## src/common/rip_cfg.svh

```systemverilog
`ifndef RIP_CFG_SVH
`define RIP_CFG_SVH

////////////////////////////////////////////////////////////
// Execute cluster dimensions
////////////////////////////////////////////////////////////

// RV32 only. Zimm extension and mulh slices assume 32.
`define RIP_XLEN     32
`define RIP_SHAMT_W  5

// Number of ALU lanes, 2 or more.
`define RIP_LANES    4

`endif

```

## src/common/rip_pkg.sv

```systemverilog
`default_nettype none

`include "rip_cfg.svh"

package rip_pkg;

    ////////////////////////////////////////////////////////////
    // Opcodes
    ////////////////////////////////////////////////////////////

    typedef enum logic [5:0] {
        OP_NOP,
        OP_ADD,
        OP_SUB,
        OP_ADDI,
        OP_SLL,
        OP_SLLI,
        OP_SLT,
        OP_SLTI,
        OP_SLTU,
        OP_SLTIU,
        OP_XOR,
        OP_XORI,
        OP_SRL,
        OP_SRLI,
        OP_SRA,
        OP_SRAI,
        OP_OR,
        OP_ORI,
        OP_AND,
        OP_ANDI,
        OP_LUI,
        OP_AUIPC,
        OP_JAL,
        OP_JALR,
        OP_LB,     // Loads and stores only form the address.
        OP_LH,
        OP_LW,
        OP_LBU,
        OP_LHU,
        OP_SB,
        OP_SH,
        OP_SW,
        OP_BEQ,    // Branches return the condition bit.
        OP_BNE,
        OP_BLT,
        OP_BGE,
        OP_BLTU,
        OP_BGEU,
        OP_CSRRW,
        OP_CSRRS,
        OP_CSRRC,
        OP_CSRRWI,
        OP_CSRRSI,
        OP_CSRRCI,
        OP_MUL,
        OP_MULH,
        OP_MULHSU,
        OP_MULHU,
        OP_DIV,
        OP_DIVU,
        OP_REM,
        OP_REMU
    } alu_op_e;

    ////////////////////////////////////////////////////////////
    // Request and response payloads
    ////////////////////////////////////////////////////////////

    typedef struct packed {
        alu_op_e                  op;
        logic [`RIP_XLEN-1:0]     rs1;
        logic [`RIP_XLEN-1:0]     rs2;
        logic [`RIP_XLEN-1:0]     pc;
        logic [`RIP_XLEN-1:0]     csr;    // Current CSR value.
        logic [`RIP_XLEN-1:0]     imm;
        logic [`RIP_SHAMT_W-1:0]  zimm;   // CSR immediate, zero-extended.
    } ex_req_t;

    typedef struct packed {
        logic [`RIP_XLEN-1:0] rslt;
    } ex_rsp_t;

endpackage : rip_pkg

`default_nettype wire

```

## src/design/rip_dispatch.sv

```systemverilog
`default_nettype none

`include "rip_cfg.svh"

module rip_dispatch
    import rip_pkg::*;
(
    input  wire                    clk,
    input  wire                    rst_n,
    input  wire                    in_valid,
    output logic                   in_ready,
    input  wire ex_req_t           in_req,
    output logic [`RIP_LANES-1:0]  lane_in_valid,
    input  wire  [`RIP_LANES-1:0]  lane_in_ready,
    output ex_req_t                lane_in_req
);

    localparam int PTR_W = $clog2(`RIP_LANES);

    logic [PTR_W-1:0] ptr;

    ////////////////////////////////////////////////////////////
    // Steering to the pointed lane
    ////////////////////////////////////////////////////////////

    always_comb begin
        lane_in_valid      = '0;
        lane_in_valid[ptr] = in_valid;
    end

    assign in_ready    = lane_in_ready[ptr];  // Busy lane stalls input.
    assign lane_in_req = in_req;              // Shared, qualified by valid.

    always_ff @(posedge clk) begin
        if (!rst_n) begin
            ptr <= '0;
        end else if (in_valid && in_ready) begin
            if (ptr == PTR_W'(`RIP_LANES-1)) begin
                ptr <= '0;
            end else begin
                ptr <= ptr + 1'b1;
            end
        end
    end

endmodule : rip_dispatch

`default_nettype wire

```

## config.mk

```make
export PLATFORM = sky130hd
export DESIGN_NAME = rip_dispatch
export DESIGN_NICKNAME = d
export VERILOG_FILES = /design/src/common/rip_pkg.sv /design/src/design/rip_dispatch.sv
export VERILOG_INCLUDE_DIRS = /design/src /design/src/common
export SDC_FILE = /design/constraint.sdc
export NUM_CORES = 1
export LEC_CHECK = 0
export CAP_MARGIN = 20
export CORE_AREA = 2 2 136 138
export CTS_BUF_LIST = sky130_fd_sc_hd__clkbuf_16
export DETAILED_ROUTE_END_ITERATION = 8
export DIE_AREA = 0 0 138 140
export DONT_BUFFER_PORTS = 1
export PLACE_DENSITY_LB_ADDON = 0.1
export SLEW_MARGIN = 10
export SYNTH_ARGS = -nofsm -noshare
export SYNTH_HDL_FRONTEND = slang
export SYNTH_SLANG_ARGS = --single-unit
```

## constraint.sdc

```tcl
create_clock -name clk -period 1.25 [get_ports clk]
set_input_delay 0.125 -clock clk [delete_from_list [all_inputs] [get_ports clk]]
set_output_delay 0.125 -clock clk [all_outputs]
set_load 0.02 [all_outputs]
```

Yosys cells after proc, flatten, opt, wreduce, memory -nomap -nowiden
Cells that the tools add are included.
- register bits: 2
- bits in latches: 0
- RAM bits: 0
- memory bits (read-only): 0
- input bits: 178
- output and inout bits: 176
- memories kept: 0
- $add $sub $neg: 1
- multipliers: 0
- div/mod/pow operators: 0
- magnitude comparators: 2
- equality and inequality tests: 1
- shift-type cells: 0
- multiplexer cells: 5
- bitwise operators: 1
- reductions and logical operators: 2
- operator list (cell ; count):
    AND 4 bit ; 1
    < comparator 2 x 3 -> 1 bit, second input constant ; 1
    adder 2 x 1 -> 2 bit, second input constant ; 1
    binary-select mux 1 bit (select 2 bit) ; 1
    demux 1 bit (select 2 bit) ; 1
    == test 2 bit, second input constant ; 1
    greater-or-equal comparator 2 x 1 -> 1 bit, second input constant ; 1
    logical AND 1 bit ; 2
    2-to-1 mux 1 bit ; 2
    2-to-1 mux 2 bit ; 1

Depth between registers and ports, before layout
- depth after elaboration: 5
- depth in mapped cells: 5
- gate-level depth less buffers: 5

Least setup slack after synthesis
No wires, ideal clock.
- path type: register to register
- start: register ptr[0]
- end: register ptr[1]
- arrival time: 1090 ps
- required time: 1131 ps
- setup slack: 40 ps
- stages on the path, launching flop included: 6
- buffers on the path: 0
- clock period less this slack: 1210 ps
- cells stage by stage: dfxtp_1 -> inv_1 -> ha_1 -> nand2b_1 -> o21ai_1 -> a21boi_1
- word-level cells in the longest chain between the ends: 3
- elaborated cells on any way between the ends: 6
- those cells by class: add/sub (1); eq/ne (1); mux (3); reduce/logical (1)
- ends and longest elaborated chain (what ; line ; source):
    from (decl) ; rip_dispatch.sv:20 ; logic [PTR_W-1:0] ptr;
    from (signal assigned) ; rip_dispatch.sv:41 ; ptr <= ptr + 1'b1;
    binary-select mux 1 bit (select 2 bit) ; rip_dispatch.sv:31 ; assign in_ready = lane_in_ready[ptr];
    2-to-1 mux 1 bit (implied by the code) ; rip_dispatch.sv:31 ;
    logical AND 1 bit ; rip_dispatch.sv:37 ; end else if (in_valid && in_ready) begin
Several ways; a longest one is shown, not always the timed one. The select of a mux whose other input is x is not followed.
A chain may end at the register's enable or synchronous reset.

Worst setup path after layout
- start: register ptr[0]
- end: output in_ready
- word-level cells in the longest chain between the ends: 2
- ends and longest elaborated chain (what ; line ; source):
    binary-select mux 1 bit (select 2 bit) ; rip_dispatch.sv:31 ;
    2-to-1 mux 1 bit (implied by the code) ; rip_dispatch.sv:31 ;
    to (decl) ; rip_dispatch.sv:11 ; output logic in_ready,
No other way between the ends. The select of a mux whose other input is x is not followed.

==> metrics <==
Starting Density 8.48%; PortBufs 0; sw frac 20.9%; total vias in the final route 439; die area 0.0193 mm²; Global Route Usage Sum 2.90%; measured slew at the worst slew-check pin 0.226 ns; Tot Pwr 0.000712 W; RSZ-0062 raised after global routing true; DIE WIDTH 138 µm; CP startpoint kind flip-flop; Slew Viols, Final 0; placed cell area 563 µm²; reg2reg start ptr[0]; run status finished with violations; Gate power share 21.8%; P_leak 0.189 nW; Inserted Clock Buffers 3; Reg2Reg Setup Slack 0.02 ns; Yosys warning total 0; GRT overflow 0; HP Class input pin to flip-flop; top cells by area, synth buf_4 (85%), ha_1 (3.3%), dfxtp_1 (2.7%); biggest regs ptr x2; fin area 688 µm²; share of post-route cells with drive strength above 1 52.6%; max reg flops 2; Post-Synthesis Cells 198; Sequential Power Share 11.4%; pwr/cell area 1030 mW/mm²; Synth-to-Final Area Change -54.4%; largest area contributor in the netlist buf_4; diode count 0; row count 49; Switch Pwr 0.000149 W; TritonCTS clock tree done; final hold vios 0; clk_lat worst skew 0.22 ns; sequential-to-total area share from yosys stat 2.66%; vias per std cell 1.64; worst path arrival time 1.18 ns; crit end category output pin; post-synth cell types 16; Final Skew 0.000153 ns; RePlAce Congestion 0.528; clock slew at reported path FFs 0.03 ns; synthesized flop and latch total 2; slew margin rel. 85.0%; io pins 354; Place WS -0.0465 ns; Period Utilization, post-route 104%; WP data required 1.12 ns; initial antenna violation count 0; clock share of power 66.8%; commonest non-fill, non-tap cell in the layout buf_4; largest net degree at the start of global routing 9; reg-to-reg endpoint ptr[0]; Register-to-Register Path Depth 4; fin worst setup slack -0.0532 ns; share of the synthesized area in the top cell type 85.1%; routed length per placed instance 11.0 µm; Avg Cell Area, Syn 7.61 µm²; height of the die 140 µm; vias in the first global route 473; maximum clock insertion buffer count 2; DRC 0; critical path type flip-flop to output pin; setup TNS -0.0677 ns; core area 0.0178 mm²; failing checks setup timing; detailed placement HPWL 2.47 mm; hold wc startpoint rst_n; drt pass-1 iters 2; most frequent cells in the layout buf_4 (7), and2_4 (3), nand2_1 (3), ha_1 (3), clkbuf_16 (3); CTS H-tree depth 1; Util after Layout 3.87%; final setup fails 2; total wire length 2.94 mm; cell area after synthesis 0.00151 mm²; Max rail drop VDD 255 µV; minimum clock period 1.30 ns; DRT antenna net count 0; Biggest register ptr; hold depth 2; Synth Net Count 380; CTS Root Cell clkbuf_16; first-pass GRT wire length 3.69 mm; layout net count 222; Max FO, Critical Path 5; Pint 0.000563 W; # clock sinks 2; Fmax 767 MHz; Detailed Route Iter0 Violations 6; WHS Endpoint ptr[0]; max cap viols 0
Yosys cell counts:
cell	count
a21oi_1	1
inv_1	2
and2b_1	1
a21boi_1	1
buf_4	171
a2bb2oi_2	1
dfxtp_1	2
mux2_2	1
and2_1	4
nand2_1	3
ha_1	4
nand2b_1	1
nand3_1	1
nor2_1	2
o21ai_1	1
mux2i_1	2
per-stage QoR:
stage                     std cells  hold WS, ns
after global routing            267       0.0472
after CTS                       267       0.0427
after detailed placement        263        0.250
final                           267       0.0443
after floorplan                 198        0.264
after global placement          263        0.250
power groups by stage:
stage	Combinational (W)	Clock (W)	Sequential, W
final	0.000155	0.000476	0.0000811
after global placement	0.000135	0	0.0000803
after global routing	0.000173	0.000495	0.0000834
after detailed placement	0.000131	0	0.0000807
after floorplan	0.000871	0	0.0000809
after CTS	0.000143	0.000489	0.0000817
layer usage:
metal / part of all wire, % / up-vias / GRT usage [%]
met5: 0 / - / 0
met4: 18 / 0 / 5.80
met3: 26 / 76 / 3.59
met2: 41 / 79 / 3.57
met1: 15 / 172 / 1.07
li1: - / 112 / -
logic make-up (layout without fill, tap and decap cells):
| logic type | count (synthesis) | count (layout) | share of synthesized area (%) |
|---|---|---|---|
| compound gates | 4 | 4 | 2.16 |
| mux | 3 | 3 | 2.07 |
| fa+ha+maj | 4 | 4 | 3.32 |
| simple gates | 12 | 12 | 4.15 |
| flops | 2 | 2 | 2.66 |
| buf+inv | 173 | 13 | 85.6 |
timing repair:
| item | in CTS | in global routing |
|---|---|---|
| endpoints found under the setup margin | 7 | 5 |
| gates resized for setup | 9 | 5 |
| buffers inserted | 1 | 0 |
| endpoints found under the hold margin | 0 | 0 |
| hold buffers | 0 | 0 |
| pin swaps | 1 | 2 |
worst max-delay path by stage:
stage / from / to / slack (ns) / cells after the start
6_report: ptr[0] / in_ready / -0.05 / 4
5_1_grt: ptr[0] / in_ready / -0.11 / 4
4_1_cts: ptr[0] / in_ready / -0.07 / 4
3_5_place_dp: ptr[0] / ptr[1] / -0.05 / 5
3_3_place_gp: ptr[0] / ptr[1] / -0.05 / 5
2_1_floorplan: ptr[0] / ptr[1] / 0.04 / 5
critical path, stage by stage, from the launching register on:
cell	delay [ns]
dfxtp_4	0.37
mux2_4	0.32
nor2_4	0.08
a21oi_2	0.03
buf_4	0.15
cell type report:
cell class                      instances  area, µm²
Fill cell                            2125      17100
Clock buffer                            3       75.1
Tap cell                              229        287
Timing Repair Buffer                    8       63.8
Sequential cell                         2       43.8
Inverter                                2       7.51
Multi-Input combinational cell         23        211
Power figures use the tool's default switching activity.
