File: config.mk
export PLATFORM = sky130hd
export DESIGN_NAME = rip_retire
export DESIGN_NICKNAME = d
export VERILOG_FILES = /design/src/common/rip_pkg.sv /design/src/design/rip_retire.sv
export VERILOG_INCLUDE_DIRS = /design/src /design/src/common
export SDC_FILE = /design/constraint.sdc
export NUM_CORES = 1
export LEC_CHECK = 0
export ABC_AREA = 1
export BUFFER_PORTS_ARGS = -buffer_cell sky130_fd_sc_hd__buf_2
export CORE_AREA = 2 2 67 69
export CTS_BUF_LIST = sky130_fd_sc_hd__clkbuf_4
export DETAILED_ROUTE_END_ITERATION = 7
export DIE_AREA = 0 0 69 71
export HOLD_SLACK_MARGIN = 0.06
export PLACE_DENSITY = 0.78
export SLEW_MARGIN = 15
export SYNTH_ARGS = -nofsm -noshare
export SYNTH_HDL_FRONTEND = slang
export SYNTH_SLANG_ARGS = --single-unit
File: constraint.sdc
create_clock -name clk -period 1.58 [get_ports clk]
set_input_delay 0.316 -clock clk [delete_from_list [all_inputs] [get_ports clk]]
set_output_delay 0.316 -clock clk [all_outputs]
set_load 0.01 [all_outputs]
File: src/common/rip_cfg.svh
`ifndef RIP_CFG_SVH
`define RIP_CFG_SVH

////////////////////////////////////////////////////////////
// Execute cluster dimensions
////////////////////////////////////////////////////////////

// RV32 only. Zimm extension and mulh slices assume 32.
`define RIP_XLEN     32
`define RIP_SHAMT_W  5

// Number of ALU lanes, 2 or more.
`define RIP_LANES    4

`endif

File: src/common/rip_pkg.sv
`default_nettype none

`include "rip_cfg.svh"

package rip_pkg;

    ////////////////////////////////////////////////////////////
    // Opcodes
    ////////////////////////////////////////////////////////////

    typedef enum logic [5:0] {
        OP_NOP,
        OP_ADD,
        OP_SUB,
        OP_ADDI,
        OP_SLL,
        OP_SLLI,
        OP_SLT,
        OP_SLTI,
        OP_SLTU,
        OP_SLTIU,
        OP_XOR,
        OP_XORI,
        OP_SRL,
        OP_SRLI,
        OP_SRA,
        OP_SRAI,
        OP_OR,
        OP_ORI,
        OP_AND,
        OP_ANDI,
        OP_LUI,
        OP_AUIPC,
        OP_JAL,
        OP_JALR,
        OP_LB,     // Loads and stores only form the address.
        OP_LH,
        OP_LW,
        OP_LBU,
        OP_LHU,
        OP_SB,
        OP_SH,
        OP_SW,
        OP_BEQ,    // Branches return the condition bit.
        OP_BNE,
        OP_BLT,
        OP_BGE,
        OP_BLTU,
        OP_BGEU,
        OP_CSRRW,
        OP_CSRRS,
        OP_CSRRC,
        OP_CSRRWI,
        OP_CSRRSI,
        OP_CSRRCI,
        OP_MUL,
        OP_MULH,
        OP_MULHSU,
        OP_MULHU,
        OP_DIV,
        OP_DIVU,
        OP_REM,
        OP_REMU
    } alu_op_e;

    ////////////////////////////////////////////////////////////
    // Request and response payloads
    ////////////////////////////////////////////////////////////

    typedef struct packed {
        alu_op_e                  op;
        logic [`RIP_XLEN-1:0]     rs1;
        logic [`RIP_XLEN-1:0]     rs2;
        logic [`RIP_XLEN-1:0]     pc;
        logic [`RIP_XLEN-1:0]     csr;    // Current CSR value.
        logic [`RIP_XLEN-1:0]     imm;
        logic [`RIP_SHAMT_W-1:0]  zimm;   // CSR immediate, zero-extended.
    } ex_req_t;

    typedef struct packed {
        logic [`RIP_XLEN-1:0] rslt;
    } ex_rsp_t;

endpackage : rip_pkg

`default_nettype wire

File: src/design/rip_retire.sv
`default_nettype none

`include "rip_cfg.svh"

module rip_retire
    import rip_pkg::*;
(
    input  wire                             clk,
    input  wire                             rst_n,
    input  wire  [`RIP_LANES-1:0]           lane_out_valid,
    output logic [`RIP_LANES-1:0]           lane_out_ready,
    input  wire ex_rsp_t [`RIP_LANES-1:0]   lane_out_rsp,
    output logic                            out_valid,
    input  wire                             out_ready,
    output ex_rsp_t                         out_rsp
);

    localparam int PTR_W = $clog2(`RIP_LANES);

    logic [PTR_W-1:0] ptr;

    ////////////////////////////////////////////////////////////
    // In-order drain
    ////////////////////////////////////////////////////////////

    // Only the pointed lane sees out_ready, others keep their result.
    always_comb begin
        lane_out_ready      = '0;
        lane_out_ready[ptr] = out_ready;
    end

    assign out_valid = lane_out_valid[ptr];
    assign out_rsp   = lane_out_rsp[ptr];

    always_ff @(posedge clk) begin
        if (!rst_n) begin
            ptr <= '0;                           // Matches dispatch start.
        end else if (out_valid && out_ready) begin
            if (ptr == PTR_W'(`RIP_LANES-1)) begin
                ptr <= '0;
            end else begin
                ptr <= ptr + 1'b1;
            end
        end
    end

endmodule : rip_retire

`default_nettype wire

Yosys cells after proc, flatten, opt, wreduce, memory -nomap -nowiden
Index checks and enable logic that the tools add are counted.
{ "word_totals": {"word_cells": 15, "regBits": 2, "out_inout_bits": 37, "input_bits": 135} }
{ "classes": {"n_addsub": 1, "n_eq_ne": 1, "n_reduce_logical": 2, "muxes": 7, "bitwise": 1, "magnitude_cmp": 2} }
{ "op_table": {"columns": ["operator", "count"], "rows": [
  ["$bmux W32 S2", 1],
  ["$mux W32", 1],
  ["$and A4 B4 Y4", 1],
  ["$lt A2 B3 Y1 const B", 1],
  ["$add A2 B1 Y2 const B", 1],
  ["$bmux W1 S2", 1],
  ["$demux W1 S2", 1],
  ["$eq A2 B2 Y1 const B", 1],
  ["$ge A2 B1 Y1 const B", 1],
  ["$logic_and A1 B1 Y1", 2],
  ["$mux W1", 2],
  ["$mux W2", 1]
]} }

Longest topological paths before layout
Gate-level depths: netlist of run 1.
{ "logic_depth": {"depth_word": 5, "ltp_mapped": 8, "ltp_nobuf": 7} }

Worst setup path after synthesis of run 1
No wires, ideal clock.
{ "synth_timing": {"path_type": "register to output", "start": "register ptr[0]", "end": "output lane_out_ready[2]", "t_required_ns": 1.264, "stages_incl_launch_ff": 7, "path_slack_ns": 0.198, "path_buffers": 2, "arrival_time_ns": 1.066, "cell_sequence": "dfxtp_1 -> inv_2 -> buf_6 -> buf_6 -> ha_1 -> nand2_1 -> inv_1"} }
{ "synth_via": {"elab_chain_len": 5, "elab_cells_between_ends": 6, "cone_classes": "order compare (2); mux (2); bitwise (1); reduce/logical (1)"} }
{ "synth_rtl": {"columns": ["item", "line", "rtl"], "rows": [
  ["start: declaration", "rip_retire.sv:20", "logic [PTR_W-1:0] ptr;"],
  ["start signal: assignment", "rip_retire.sv:42", "ptr <= ptr + 1'b1;"],
  ["$lt A2 B3 Y1 (not written as such) / $ge A2 B1 Y1 (equally long branches)", "rip_retire.sv:29", "lane_out_ready[ptr] = out_ready;"],
  ["$logic_and A1 B1 Y1 (not written as such)", "rip_retire.sv:29", null],
  ["$mux W1 (not written as such)", "rip_retire.sv:29", null],
  ["$demux W1 S2 *", "rip_retire.sv:29", null],
  ["$and A4 B4 Y4 (no line) *", null, null],
  ["end: declaration", "rip_retire.sv:11", "output logic [`RIP_LANES-1:0] lane_out_ready,"]
]} }
Every way passes the cells marked *; elsewhere a longest branch is shown, timed or not.

==> flow_summary_export.csv, run 1 <==
group,metric,value,unit
clock_tree,clk_pin_slew,30,ps
power_and_ir_drop,p_leak,1.31,nW
floorplanning,dieArea,4900,um^2
synth,ys_seq_elements,2,
timing,drv_slew,0,
hold_path,min_from,"rst_n",
critical_path,path_class,"flip-flop to primary output",
critical_path,required,1260,ps
power_and_ir_drop,switching_share,47.2,%
cells_and_area,regMostFlops,"ptr",
timing,min_period,1630,ps
timing,relSlewSlack,86.9,%
routing,wl_met3,539,um
outcome,violations,"negative setup slack",
synth,syn_area_per_cell,5.21,um^2
routing,vias,2255,
synth,synthCells,217,
cells_and_area,utilization,59.1,%
power_and_ir_drop,intPower,0.763,mW
synth,netlist_area,1130,um^2
critical_path,crit_chain,"buf_4, clkbuf_16, o21ai_0, o22ai_1, buf_2",
power_and_ir_drop,seq_power_share,5.3,%
power_and_ir_drop,pwr-share-comb,86.5,%
critical_path,cp-endpoint,"out_rsp[12]",
routing,routed_wl,6120,um
placed_design,placedCellCount,429,
power_and_ir_drop,power_frac_clock,8.2,%
critical_path,slowest_stage,"dfxtp_4",
critical_path,cp_top_family,"buffers and inverters",
outcome,status,"finished, violations left",
timing,hold_viol,0,
cells_and_area,stdcell_count,443,
hold_path,hp-class,"primary input to flip-flop",
timing,setup_violations,20,
clock_tree,clk_latency,230,ps
clock_tree,cts_buffer_depth,2,
timing,tightestPinTransition,195,ps
global_routing,grt_pass1_wl,9170,um
routing,drt_iter0_markers,153,
critical_path,worst-path-max-fanout,11,
timing,fin_ws,-48.4,ps
critical_path,r2r_slack,290,ps
power_and_ir_drop,totalPowerFinal,1.44,mW
floorplanning,start_util,26.9,%
cells_and_area,nets,532,
critical_path,worstPathArrival,1310,ps
critical_path,crit_cells,5,
clock_tree,cts_tree,"built",
synth,synth_cell_types,20,
power_and_ir_drop,powerDensity,581,nW/um^2
floorplanning,num_rows,24,
clock_tree,cts_num_sinks,2,
cells_and_area,reg.largest.list,"ptr: 2 flops",
global_routing,gr-total-overflow,0,
critical_path,startpoint_type,"flip-flop",
synth,syn_nets,356,
routing,firstDrtPassIters,4,
power_and_ir_drop,ir_drop,0.278,mV
cells_and_area,fill_cells,413,
floorplanning,coreArea,4200,um^2
global_routing,grt_max_degree,24,
critical_path,slowest_delay,420,ps
cells_and_area,largest_register_ffs,2,
synth,yosys_warnings,0,
cells_and_area,drive_above_1_share,62.4,%
routing,drc,0,
timing,rsz0062_at_grt,"true",
power_and_ir_drop,power_switching,0.682,mW
synth,ys_seq_area_share,3.54,%
cells_and_area,layout_commonest_cell,"buf_2",
cells_and_area,area_growth,120,%
routing,dr.max_layer_used,"met4",
cells_and_area,diodes,0,
routing,wl_per_cell,13.8,um
flow_run,maxCapViolations,0,
global_routing,grt_pass1_vias,2051,
critical_path,r2r-start,"ptr[0]",
critical_path,crit_path_start,"ptr[0]",
floorplanning,die_h,71,um
timing,clock.fmax,614,MHz
routing,viasPerCell,5.09,
routing,met2WireLength,3030,um
routing,wl_met1,2460,um
global_routing,gr-usage-all-layers,22.1,%
placed_design,place.gp.congestion,0.767,
placed_design,port_buffers,171,
placed_design,dpl.hpwl,4030,um
clock_tree,cts_root_buffer,"clkbuf_4",
cells_and_area,final_cell_mix,"buf_2, nor2_1, o21ai_0",
floorplanning,io_pins,172,
critical_path,end_kind,"primary output",
critical_path,r2r_cells,7,
critical_path,timing.rr.end,"ptr[1]",
floorplanning,die_x,69,um
clock_tree,cts_buffers,3,
timing,skew,2.44,ps
routing,ant_nets,0,
timing,fin_crit_sh,103,%
critical_path,worst-path-buf-inv,3,
global_routing,antenna_found_initial,0,
clock_tree,htreeDepth,1,
## power groups by stage
| stage | combinational, mW | clock (mW) | sequential (mW) |
|---|---|---|---|
| after floorplan | 0.549 | 0 | 0.0686 |
| after detailed placement | 0.950 | 0 | 0.0664 |
| after global placement | 0.937 | 0 | 0.0664 |
| after global routing | 1.36 | 0.127 | 0.0784 |
| final | 1.25 | 0.118 | 0.0766 |
| after CTS | 1.04 | 0.121 | 0.0775 |
## tightest hold or removal path, stage by stage
cell and delay (ps):
buf_2 110, nand2_1 60, nor2_1 30
## metal layers
layer | track usage (%) | up-vias
li1 | - | 1111
met2 | 37.9 | 138
met5 | 0 | -
met4 | 8.06 | 0
met3 | 4.42 | 12
met1 | 27.3 | 994
## how the worst min path moves through the flow
stage	depth (start not counted)	slack, ps	endpoint
after floorplan	2	440	ptr[0]
after global placement	3	560	ptr[0]
after detailed placement	3	560	ptr[0]
after CTS	3	320	ptr[0]
after global routing	3	340	ptr[0]
final	3	330	ptr[0]
## area by class of cell
| type | count | area, um^2 | share of cell area (%) |
|---|---|---|---|
| sequential | 2 | 47.5 | 1.91 |
| multi-input combinational | 186 | 1090 | 44.0 |
| tap | 52 | 65.1 | 2.62 |
| clock buffer | 3 | 22.5 | 0.906 |
| inverter | 9 | 46.3 | 1.86 |
| timing repair buffer | 191 | 1210 | 48.7 |
## per-stage QoR
| step | setup TNS, ps | hold slack (ps) | instance area [um^2] | worst slack, ps |
|---|---|---|---|---|
| final | -353 | 331 | 2480 | -48.4 |
| after floorplan | 0 | 436 | 1130 | 198 |
| after detailed placement | 0 | 558 | 2020 | 124 |
| after CTS | -113 | 318 | 2150 | -26.9 |
| after global placement | 0 | 556 | 2020 | 146 |
| after global routing | -2460 | 344 | 2480 | -93.1 |
## logic make-up (layout without fill, tap and decap cells)
| family | Yosys count | after routing | synth area share, % |
|---|---|---|---|
| AOI/OAI and AO/OA | 97 | 97 | 46.5 |
| buffers and inverters | 29 | 203 | 15.5 |
| and+or+nand+nor | 85 | 85 | 30.1 |
| adders and majority gates | 4 | 4 | 4.42 |
| DFF | 2 | 2 | 3.54 |
## cells in the mapped netlist, drive strengths merged
cell	number	share of area, %
inv	9	3.0
a21oi	1	0.44
nand2	12	4.2
nand4	1	0.55
nand3	3	2.2
dfxtp	2	3.5
o21ai	64	28
clkbuf	5	1.9
buf	15	11
ha	4	4.4
o22ai	32	18
nor2	68	23
and2	1	0.55
## timing repair
item | in CTS | in global routing
endpoints found under the setup margin | 35 | 37
pin swaps | 1 | 13
gates cloned | 3 | 3
gates resized for setup | 38 | 64
buffers inserted | 0 | 5
hold endpoints to repair | 0 | 0
hold buffers | 0 | 0
Note: power is estimated with default switching activity, not from simulation.
==> inputs of run 2 (changes only) <==
Settings changed: BUFFER_PORTS_ARGS -buffer_cell sky130_fd_sc_hd__buf_2 to default, CORE_AREA 2 2 67 69 to 2 2 66 68, DIE_AREA 0 0 69 71 to 0 0 68 70, DONT_BUFFER_PORTS from default to 1, PLACE_DENSITY 0.78 to 0.44, TNS_END_PERCENT from default to 10.
==> run 2 against run 1 <==
Net effect:
- the run now ends clean
- via count shrank 32%
- sequential power shrank 8.5%
- critical endpoint is now out_rsp[18]
- final cell count shrank 41%
- non-clock buffer count shrank 183
- first-iteration DRC count shrank 56%
- power shrank 34%
- critical path depth shrank 1
- sequential share of layout area grew 1.2 points
- combinational power shrank 38%
- worst setup slack gained 85 ps
- flip-flop and latch count is the same
==> flow_summary_export.csv, run 2 (same netlist as run 1, synthesis figures left out) <==
group,metric,value,unit
clock_tree,htreeDepth,1,
cells_and_area,drive_above_1_share,19.7,%
critical_path,worst-path-max-fanout,33,
cells_and_area,regMostFlops,"ptr",
timing,fin_ws,36.5,ps
placed_design,place.gp.congestion,0.646,
power_and_ir_drop,ir_drop,0.250,mV
outcome,status,"completed",
timing,relSlewSlack,82.2,%
cells_and_area,layout_commonest_cell,"nor2_1",
routing,viasPerCell,5.93,
critical_path,cp_top_family,"flip-flops",
floorplanning,start_util,27.3,%
routing,drt_iter0_markers,67,
cells_and_area,nets,349,
critical_path,path_class,"flip-flop to primary output",
global_routing,grt_max_degree,37,
placed_design,dp_slack,148,ps
timing,clock.fmax,648,MHz
cells_and_area,diodes,0,
critical_path,timing.rr.end,"ptr[1]",
floorplanning,coreArea,4140,um^2
critical_path,startpoint_type,"flip-flop",
cells_and_area,final_cell_mix,"nor2_1, o21ai_0, o22ai_2",
clock_tree,clk_pin_slew,30,ps
critical_path,crit_chain,"inv_4, buf_12, o21ai_0, o22ai_2",
clock_tree,cts_tree,"built",
routing,drc,0,
floorplanning,num_rows,24,
critical_path,required,1260,ps
critical_path,r2r-start,"ptr[0]",
critical_path,worst-path-buf-inv,2,
hold_path,hp-class,"primary input to flip-flop",
critical_path,slowest_delay,400,ps
routing,ant_nets,0,
power_and_ir_drop,p_leak,0.560,nW
critical_path,r2r_cells,7,
global_routing,grt_pass1_vias,1170,
global_routing,antenna_found_initial,0,
cells_and_area,area_growth,21.7,%
timing,skew,2.37,ps
floorplanning,dieArea,4760,um^2
floorplanning,die_x,68,um
critical_path,r2r_slack,320,ps
routing,wl_per_cell,15.6,um
routing,routed_wl,4060,um
power_and_ir_drop,powerDensity,695,nW/um^2
global_routing,grt_pass1_wl,5100,um
hold_path,whs_path_depth,2,
floorplanning,io_pins,172,
timing,drv_slew,0,
cells_and_area,fill_cells,458,
routing,firstDrtPassIters,5,
clock_tree,clk_latency,220,ps
floorplanning,die_h,70,um
power_and_ir_drop,totalPowerFinal,0.957,mW
timing,hold_viol,0,
cells_and_area,largest_register_ffs,2,
routing,vias,1542,
critical_path,end_kind,"primary output",
timing,setup_violations,0,
placed_design,port_buffers,0,
flow_run,maxCapViolations,0,
timing,tightestPinTransition,264,ps
global_routing,gr-usage-all-layers,13.4,%
timing,min_period,1540,ps
global_routing,gr-total-overflow,0,
critical_path,worstPathArrival,1230,ps
clock_tree,cts_buffer_depth,2,
clock_tree,ctsHoldBuffers,0,
clock_tree,cts_buffers,3,
timing,fin_crit_sh,97.7,%
critical_path,crit_path_start,"ptr[0]",
clock_tree,cts_num_sinks,2,
timing,rsz0062_at_grt,"true",
clock_tree,cts_setup_buffers,0,
hold_path,min_from,"rst_n",
clock_tree,cts_root_buffer,"clkbuf_4",
hold_path,min_to,"ptr[0]",
critical_path,slowest_stage,"dfxtp_2",
placed_design,dpl.hpwl,2700,um
cells_and_area,reg.largest.list,"ptr: 2 flops",
## run 2: cell types whose count changed in the layout (fill, tap and decap cells not counted), sizes merged
cell	delta
clkinv	-1
clkbuf	-3
buf	-180
inv	+1
## run 2: worst max-delay path by stage
stage                         to  depth (start not counted)
5_1_grt              out_rsp[18]                          4
3_5_place_dp         out_rsp[23]                          3
3_3_place_gp         out_rsp[23]                          3
4_1_cts              out_rsp[15]                          4
6_report             out_rsp[18]                          4
2_1_floorplan  lane_out_ready[2]                          6
## run 2: layout make-up
class,count,area [um^2],area share (%)
inverters,9,38.8,2.82
multi-input cells,186,1050,76.6
clock buffers,3,22.5,1.64
flip-flops and latches,2,42.5,3.09
repair buffers,8,153,11.1
well taps,52,65.1,4.73
## run 2: timing repair
item / in CTS / in global routing
pin swaps: 0 / 2
gates cloned: 0 / 1
setup endpoints to repair: 34 / 36
gates resized for setup: 3 / 31
## run 2: power by group
group / switching, mW / leakage (nW) / internal, mW / total, mW
logic: 0.480 / 0.529 / 0.292 / 0.773
registers: 0.0117 / 0.0172 / 0.0584 / 0.0701
clock network: 0.0299 / 0.0138 / 0.0839 / 0.114
## run 2: through the flow
| stage | hold slack, ps | instances | setup TNS [ps] | util [%] | instance area, um^2 |
|---|---|---|---|---|---|
| global route | 207 | 260 | -138 | 33.2 | 1380 |
| floorplan | 436 | 217 | 0 | - | 1130 |
| detailed placement | 439 | 256 | 0 | 28.3 | 1170 |
| global placement | 436 | 256 | 0 | 28.3 | 1170 |
| finish | 209 | 260 | 0 | 33.2 | 1380 |
| CTS | 196 | 259 | -208 | 29.2 | 1210 |
## run 2: routing by layer
layer | vias to the layer above | wire, um | global-route usage, %
met2 | 99 | 2040 | 23.7
met4 | 0 | 31 | 3.33
li1 | 744 | - | -
met1 | 693 | 1590 | 16.0
met3 | 6 | 398 | 2.58
met5 | - | 0 | 0
## run 2: worst reg2reg max path, delay by kind of cell, from the launching register on
family	cells	cell delay, ps
buf+inv	4	310
flops	1	400
simple gates	2	160
fa+ha+maj	1	290
